File: src/mem_pkg.sv
// Memory data formats shared by the request port, the line store and the tag tracker
package mem_pkg;

    //////////////////////////////////////////////////////////////////////
    // Request encodings
    //////////////////////////////////////////////////////////////////////

    typedef enum logic [1:0] {
        MEM_NONE  = 2'h0,
        MEM_LOAD  = 2'h1,
        MEM_STORE = 2'h2
    } mem_cmd_e;

    // Access width inside one line
    typedef enum logic [1:0] {
        BYTE   = 2'h0,
        HALF   = 2'h1,
        WORD   = 2'h2,
        DOUBLE = 2'h3
    } mem_size_e;

    //////////////////////////////////////////////////////////////////////
    // Addresses and lines
    //////////////////////////////////////////////////////////////////////

    typedef logic [31:0] addr_t;  // Byte address

    localparam int LINE_OFFSET_BITS = 3;  // Byte offset within a 64-bit line

    // One line seen at every access width
    typedef union packed {
        logic [7:0][7:0]  bytes;
        logic [3:0][15:0] halves;
        logic [1:0][31:0] words;
        logic [63:0]      dword;
    } mem_line_t;

endpackage

File: src/tag_pkg.sv
// Transaction bookkeeping types for the tag tracker and its response ports
package tag_pkg;

    //////////////////////////////////////////////////////////////////////
    // Tags
    //////////////////////////////////////////////////////////////////////

    // Zero means no transaction, so a refusal or an idle return bus
    typedef logic [3:0] tag_t;

    //////////////////////////////////////////////////////////////////////
    // Latency countdown
    //////////////////////////////////////////////////////////////////////

    typedef logic [15:0] count_t;  // Cycles left before a slot may finish

endpackage

File: src/tag_tracker.sv
// Tag slots for the pipelined memory; allocates tags, counts latency, arbitrates the return bus
`timescale 1ns/1ps

module tag_tracker import mem_pkg::*, tag_pkg::*; #(
    parameter int NUM_TAGS = 4,
    parameter int LATENCY  = 6
) (
    input  logic      clock,
    input  logic      arst_n,
    input  logic      acc_valid,
    input  logic      acc_load,
    input  mem_line_t acc_line,
    output logic      acc_grant,   // Some slot can take a command this cycle
    output tag_t      rsp_tag,
    output tag_t      rd_tag,
    output mem_line_t rd_data
);

    // Slot state, tag i lives in slot i
    count_t    count_q [1:NUM_TAGS];
    logic      wait_q  [1:NUM_TAGS];   // Load finished or pending, needs the bus
    mem_line_t line_q  [1:NUM_TAGS];

    logic [NUM_TAGS:1] slot_free;
    logic              ret_found;
    tag_t              ret_tag;
    tag_t              grant_tag;
    logic              accept;

    //////////////////////////////////////////////////////////////////////
    // Return bus arbitration
    //////////////////////////////////////////////////////////////////////

    // Lowest finished load wins
    always_comb begin
        ret_found = 1'b0;
        ret_tag   = '0;
        for (int i = 1; i <= NUM_TAGS; i++) begin
            if (!ret_found && wait_q[i] && count_q[i] == '0) begin
                ret_found = 1'b1;
                ret_tag   = tag_t'(i);
            end
        end
    end

    //////////////////////////////////////////////////////////////////////
    // Tag allocation
    //////////////////////////////////////////////////////////////////////

    // A store on its last cycle or a load leaving on the bus frees its slot at this edge
    always_comb begin
        for (int i = 1; i <= NUM_TAGS; i++) begin
            slot_free[i] = (!wait_q[i] && count_q[i] <= count_t'(1)) ||
                           (ret_found && ret_tag == tag_t'(i));
        end
    end

    always_comb begin
        grant_tag = '0;
        for (int i = NUM_TAGS; i >= 1; i--) begin
            if (slot_free[i]) begin
                grant_tag = tag_t'(i);  // Last hit is the lowest
            end
        end
    end

    assign acc_grant = |slot_free;
    assign accept    = acc_valid && acc_grant;

    //////////////////////////////////////////////////////////////////////
    // Slot and response registers
    //////////////////////////////////////////////////////////////////////

    always_ff @(posedge clock or negedge arst_n) begin
        if (!arst_n) begin
            for (int i = 1; i <= NUM_TAGS; i++) begin
                count_q[i] <= '0;
                wait_q[i]  <= 1'b0;
            end
            rsp_tag <= '0;
            rd_tag  <= '0;
            rd_data <= '0;
        end else begin
            for (int i = 1; i <= NUM_TAGS; i++) begin
                if (ret_found && ret_tag == tag_t'(i)) begin
                    wait_q[i] <= 1'b0;
                end
                if (accept && grant_tag == tag_t'(i)) begin
                    count_q[i] <= count_t'(LATENCY);
                    wait_q[i]  <= acc_load;  // Overrides a same-edge return
                end else if (count_q[i] != '0) begin
                    count_q[i] <= count_q[i] - count_t'(1);
                end
            end
            rsp_tag <= accept ? grant_tag : '0;
            rd_tag  <= ret_tag;
            rd_data <= ret_found ? line_q[ret_tag] : '0;
        end
    end

    // Load data captured at issue
    always_ff @(posedge clock) begin
        for (int i = 1; i <= NUM_TAGS; i++) begin
            if (accept && acc_load && grant_tag == tag_t'(i)) begin
                line_q[i] <= acc_line;
            end
        end
    end

endmodule

File: config.mk
export PLATFORM = sky130hd
export DESIGN_NAME = tag_tracker
export DESIGN_NICKNAME = d
export VERILOG_FILES = /design/src/mem_pkg.sv /design/src/tag_pkg.sv /design/src/tag_tracker.sv
export SDC_FILE = /design/constraint.sdc
export NUM_CORES = 1
export LEC_CHECK = 0
export ABC_AREA = 1
export BUFFER_PORTS_ARGS = -buffer_cell sky130_fd_sc_hd__buf_2
export CORE_MARGIN = 2
export CORE_UTILIZATION = 64
export DETAILED_ROUTE_END_ITERATION = 10
export GPL_ROUTABILITY_DRIVEN = 0
export HOLD_SLACK_MARGIN = 0.02
export PLACE_DENSITY = 0.85
export SLEW_MARGIN = 20
export SYNTH_ARGS = -nofsm -noshare
export SYNTH_HDL_FRONTEND = slang
export SYNTH_SLANG_ARGS = --single-unit
export TNS_END_PERCENT = 1
File: constraint.sdc
create_clock -name clock -period 8.9 [get_ports clock]
set_clock_uncertainty 0.1 [all_clocks]
set_input_delay 0.445 -clock clock [delete_from_list [all_inputs] [get_ports clock]]
set_output_delay 0.445 -clock clock [all_outputs]
set_load 0.05 [all_outputs]
-- Word-level counts from Yosys, hierarchy flattened
Memory sizes are Yosys's and may differ from the RTL's.
Cells that the tools add are included.
- flip-flop bits (word level): 140
- RAM bits: 256
- output and inout port bits: 73
- word-level logic and storage cells: 131
- memories: 1
- $add $sub $neg: 4
- magnitude comparators: 4
- eq/ne operators: 8
- muxes and demuxes: 47
- reductions and logical operators: 56
- memories (name ; depth ; width ; rd ports ; clocked after memory_dff ; wr ports ; line ; text):
    line_q ; 4 ; 64 ; 1 ; 0 ; 1 ; tag_tracker.sv:22 ; mem_line_t line_q [1:NUM_TAGS];
- operators by type and width (cell ; count):
    $mux 64 ; 4
    $reduce_or 64->1 ; 3
    $mux 16 ; 8
    $le 16x1->1 const B ; 4
    $logic_not 16->1 ; 4
    $reduce_bool 16->1 ; 4
    $sub 16x1->16 const B ; 4
    $logic_and 1x1->1 ; 25
    $mux 1 ; 24
    $mux 4 ; 6
    $eq 4x2->1 const B ; 4
    $reduce_bool 2->1 ; 8
    $mux 3 ; 4
    $eq 4x1->1 const B ; 2
    $eq 4x3->1 const B ; 2
    $logic_not 1->1 ; 7
    $logic_or 1x1->1 ; 4
    $reduce_or 4->1 ; 1
    $mux 2 ; 1

-- Logic depth before layout (Yosys ltp)
- depth after elaboration: 30
- depth in mapped cells: 14
- depth with buffers taken out: 14

-- Least setup slack after synthesis
OpenSTA, ideal clock, no wires.
- path type: register to register
- from: register count_q[16] in the netlist's numbering
- to: memory line_q[4][0] in the netlist's numbering, enable pin
- library setup time: 0.487 ns
- data arrival time: 4.378 ns
- required time: 8.313 ns
- setup slack: 3.935 ns
- stages on the path, launching flop included: 13
- path buffers: 0
- clock period less this slack: 4.965 ns
- path through: dfrtp_1 inv_1 ha_1 nand2_1 nor2_2 nand2_4 nor2_4 nand2_1 nand3_2 nand2_1 nor2_4 nand3_4 nor2_1
- cells in the longest elaborated chain, start to end: 22
- ends and longest elaborated chain (item ; line ; text):
    start, declared ; tag_tracker.sv:20 ; count_t count_q [1:NUM_TAGS];
    start signal, assigned by index ; tag_tracker.sv:89 ; count_q[i] <= count_t'(LATENCY);
    start signal, assigned by index ; tag_tracker.sv:92 ; count_q[i] <= count_q[i] - count_t'(1);
    $logic_not 16->1 ; tag_tracker.sv:39 ; if (!ret_found && wait_q[i] && count_q[i] == '0) begin
    $logic_and 1x1->1 ; tag_tracker.sv:39 ;
    $mux 1 ; tag_tracker.sv:39 ;
    $logic_not 1->1 ; tag_tracker.sv:39 ;
    $logic_and 1x1->1 (2 in a row) ; tag_tracker.sv:39 ;
    $mux 4 ; tag_tracker.sv:39 ;
    $eq 4x3->1 ; tag_tracker.sv:54 ; (ret_found && ret_tag == tag_t'(i));
    $logic_and 1x1->1 ; tag_tracker.sv:54 ;
    $logic_or 1x1->1 ; tag_tracker.sv:53 ; slot_free[i] = (!wait_q[i] && count_q[i] <= count_t'(1)) ||
    $mux 3 ; tag_tracker.sv:61 ; if (slot_free[i]) begin
    $mux 4 (3 in a row) ; tag_tracker.sv:61 ;
    $eq 4x2->1 ; tag_tracker.sv:104 ; if (accept && acc_load && grant_tag == tag_t'(i)) begin
    $logic_and 1x1->1 ; tag_tracker.sv:104 ;
    $mux 1 ; tag_tracker.sv:104 ;
    $mux 1 (implied by the code) ; tag_tracker.sv:105 ; line_q[i] <= acc_line;
    $reduce_or 64->1 (no source line) ; - ;
    $mux 3 (no source line) or $mux 1 (tied branches) (3 in a row) ; - ;
    end, declared ; tag_tracker.sv:22 ;
Parallel ways exist; a longest one is shown, timed or not.

-- Worst setup path after layout
- from: register count_q[0] in the netlist's numbering
- to: memory line_q[4][18] in the netlist's numbering, enable pin
- cells in the longest elaborated chain, start to end: 18
- ends and longest elaborated chain (item):
    branches (longest 18 deep; another with $le 16x1->1)
Several ways; the timed one is not identified.

==> reports/qor.csv <==
stage,metric,value,unit
critical_path,Worst EP required,8.95,ns
pwr,Int Pwr,0.00302,W
pwr,Sequential Power Share,0.524,
pwr,Switching Share,0.219,
global_route,initial antenna violation count,3,
detailed_routing,DRT antenna net count,0,
yosys,dominant synthesized flop cell,edfxtp_1,
global_route,first-pass GRT wire length,54900,um
die,boundary pin count,141,
final_layout,layout cells sized above 1,0.210,
worst_hold_path,Hold Path Origin,acc_line[59],
yosys,Post-synth EDFFs,256,
yosys,sequential area share after synthesis,0.701,
die,Die Area,0.0261,mm2
critical_path,RR Endpoint,line_q[4][18]$_DFFE_PP_,
die,Die H,162,um
yosys,Gate Count Post-Synth,1234,
sta,Tmin final,4.20,ns
job,Max-Cap Viols,0,
worst_hold_path,Worst Hold End,line_q[4][59]$_DFFE_PP_,
detailed_routing,drt drc,0,
placement,DP HPWL,19200,um
placement,port bufs,138,
global_route,gr usage total,0.271,
yosys,share of synthesized registers carrying an async set or reset,0.350,
final_layout,final net count,1465,
pwr,pwr/cell area,212,mW/mm2
detailed_routing,final wirelength,34700,um
sta,unrepaired setup endpoints after global routing,no,
yosys,mapped cell area,0.0159,mm2
sta,Setup TNS Final,0,ns
worst_hold_path,worst hold stages,1,
die,Rows,57,
yosys,"Avg Cell Area, Syn",12.9,um2
critical_path,worst r2r src,count_q[0]$_DFFE_PN0P_,
die,Initial Utilization,0.653,
pwr,VDD IR-drop max,0.000217,V
critical_path,Crit Path Category,flip-flop to flip-flop,
critical_path,Worst EP arrival,4.24,ns
sta,final-report max-slew violation count,0,
final_layout,"Design Area, Final",0.0182,mm2
clock_network,cts bufs inserted,39,
critical_path,crit end category,flip-flop,
yosys,synth warn,0,
sta,Max Clk Rate,238,MHz
final_layout,layout filler cell count,1452,
status,status,"finished, final reports clean",
critical_path,Worst Reg2Reg Path Length in Cells,14,
detailed_routing,1st-iter DRT viols,863,
critical_path,"setup slack, reg-to-reg",4.70,ns
final_layout,"commonest non-fill, non-tap cell in the layout",edfxtp_1,
sta,Tcrit/Tclk final,0.471,
detailed_routing,DR WL/cell,19.9,um
yosys,#FFs+latches synth,394,
sta,Slew @ Worst Pin,1.03,ns
detailed_routing,DRT Pass-1 Iters,5,
detailed_routing,via count,10200,
pwr,Leakage,7.20,nW
pwr,Logic pwr share,0.054,
die,Die W,162,um
placement,Post-DP Area,0.0168,mm2
die,core area,0.0243,mm2
clock_network,clk_lat worst skew,0.53,ns
clock_network,clock tree from TritonCTS,built,
global_route,vias in the first global route,10500,
clock_network,CTS max path bufs,3,
sta,Setup-failing EPs final,0,
global_route,largest net degree at the start of global routing,75,
pwr,sw power,0.000846,W
clock_network,TritonCTS Sinks,394,
detailed_routing,Via density,5.87,
final_layout,area growth from synthesis to layout,14.7,%
global_route,Congestion Overflow GR,0,
pwr,share of total power in the clock network,0.422,
final_layout,most frequent cells in the layout,"edfxtp_1, nand2_1, dfrtp_1",
sta,Slew HR,0.314,
sta,Fin. Hold Viols,0,
clock_network,Worst-path clk slew,0.06,ns
yosys,post-synthesis cell type count,44,
critical_path,Critical Path Start Type,flip-flop,
clock_network,root buf cell,clkbuf_16,
worst_hold_path,Worst Hold Class,primary input to flip-flop,
critical_path,CP max FO,66,
clock_network,Max H-tree Level,2,
[through the flow]
step	setup slack (ns)	cells	util	power (W)	hold slack, ns
floorplan	3.93	1235	-	0.00218	0.0494
global placement	4.89	1656	0.690	0.00224	0.368
detailed placement	4.77	1656	0.690	0.00226	0.380
finish	4.70	1742	0.749	0.00387	0.0318
global route	4.43	1741	0.749	0.00399	0.0220
CTS	4.71	1739	0.748	0.00387	0.0206
[how the worst max path moves through the flow]
stage | start | to | slack [ns] | cells after the start
after global placement | count_q[0]$_DFFE_PN0P_ | line_q[4][11]$_DFFE_PP_ | 4.89 | 14
final | count_q[0]$_DFFE_PN0P_ | line_q[4][18]$_DFFE_PP_ | 4.70 | 14
after global routing | count_q[0]$_DFFE_PN0P_ | line_q[4][18]$_DFFE_PP_ | 4.43 | 14
after CTS | count_q[0]$_DFFE_PN0P_ | line_q[4][18]$_DFFE_PP_ | 4.71 | 14
after floorplan | count_q[16]$_DFFE_PN0P_ | line_q[4][0]$_DFFE_PP_ | 3.93 | 12
after detailed placement | count_q[0]$_DFFE_PN0P_ | line_q[4][0]$_DFFE_PP_ | 4.77 | 14
[synthesized netlist by cell type, types with 5 or more instances]
cell type	count	area [um2]
buf_6	8	90.1
buf_2	38	190
a41oi_1	14	123
xnor2_1	10	87.6
xor2_1	18	158
nor2_2	9	56.3
inv_1	91	342
nor3_1	6	30.0
ha_1	10	125
nand4_1	10	62.6
o211ai_1	8	60.1
o21ai_0	16	80.1
nand2_1	232	871
nor2_1	93	349
nand3_1	98	490
edfxtp_1	256	7690
a21oi_1	77	385
buf_4	5	37.5
nor2_4	7	78.8
dfrtp_1	138	3450
a41oi_2	50	813
[layout make-up]
type                       instances  area (um2)  area share
antenna                            2        5.00    0.000275
timing repair buffer             164         931      0.0511
multi-input combinational        690        4090       0.224
inverter                          98         370      0.0203
tap                              324         405      0.0223
sequential                       394       11100       0.612
clock inverter                    19         208      0.0114
clock buffer                      51        1060      0.0583
[logic make-up after synthesis]
group | synth area share
AND/OR/NAND/NOR | 0.134
flip-flops | 0.701
AO/OA/AOI/OAI | 0.0974
buffers and inverters | 0.0438
XOR/XNOR | 0.0154
adder cells (fa/ha/maj) | 0.00788
other | 0.000236
[registers in the layout (all words and copies together) (netlist names)]
signal and flops:
wait_q 4, rd_tag 3, rd_data 64, count_q 64, rsp_tag 3, line_q 256
[routing by layer]
| layer | vias up | GRT usage | wire length (um) |
|---|---|---|---|
| li1 | 4646 | - | - |
| met1 | 5068 | 0.352 | 13800 |
| met2 | 426 | 0.461 | 17500 |
| met3 | 78 | 0.0493 | 2390 |
| met4 | 2 | 0.101 | 902 |
| met5 | - | 0 | 13 |
[worst max-delay path: stages, from the launching register on]
cell     delay (ns)
dfrtp_1        0.39
inv_1          0.11
ha_1           0.23
inv_1          0.06
nor2_2         0.15
nand2_1        0.10
inv_1          0.10
nand2_2        0.18
nor2_4         0.12
buf_4          0.67
nand2_1        0.21
o41ai_1        0.19
nand3_4        0.25
nor2_4         0.14
buf_4          0.72
[timing repair]
item	CTS	global route
hold endpoints to repair	107	1
buffers inserted	0	0
hold buffers	13	1
gates resized for setup	0	0
[power groups by stage]
stage	clock, W	combinational [W]	sequential (W)
2_1_floorplan	0	0.000130	0.00205
3_3_place_gp	0	0.000186	0.00206
3_5_place_dp	0	0.000196	0.00206
4_1_cts	0.00164	0.000207	0.00202
5_1_grt	0.00172	0.000238	0.00203
6_report	0.00163	0.000208	0.00203
No activity file was read; power rests on OpenSTA's default activity.
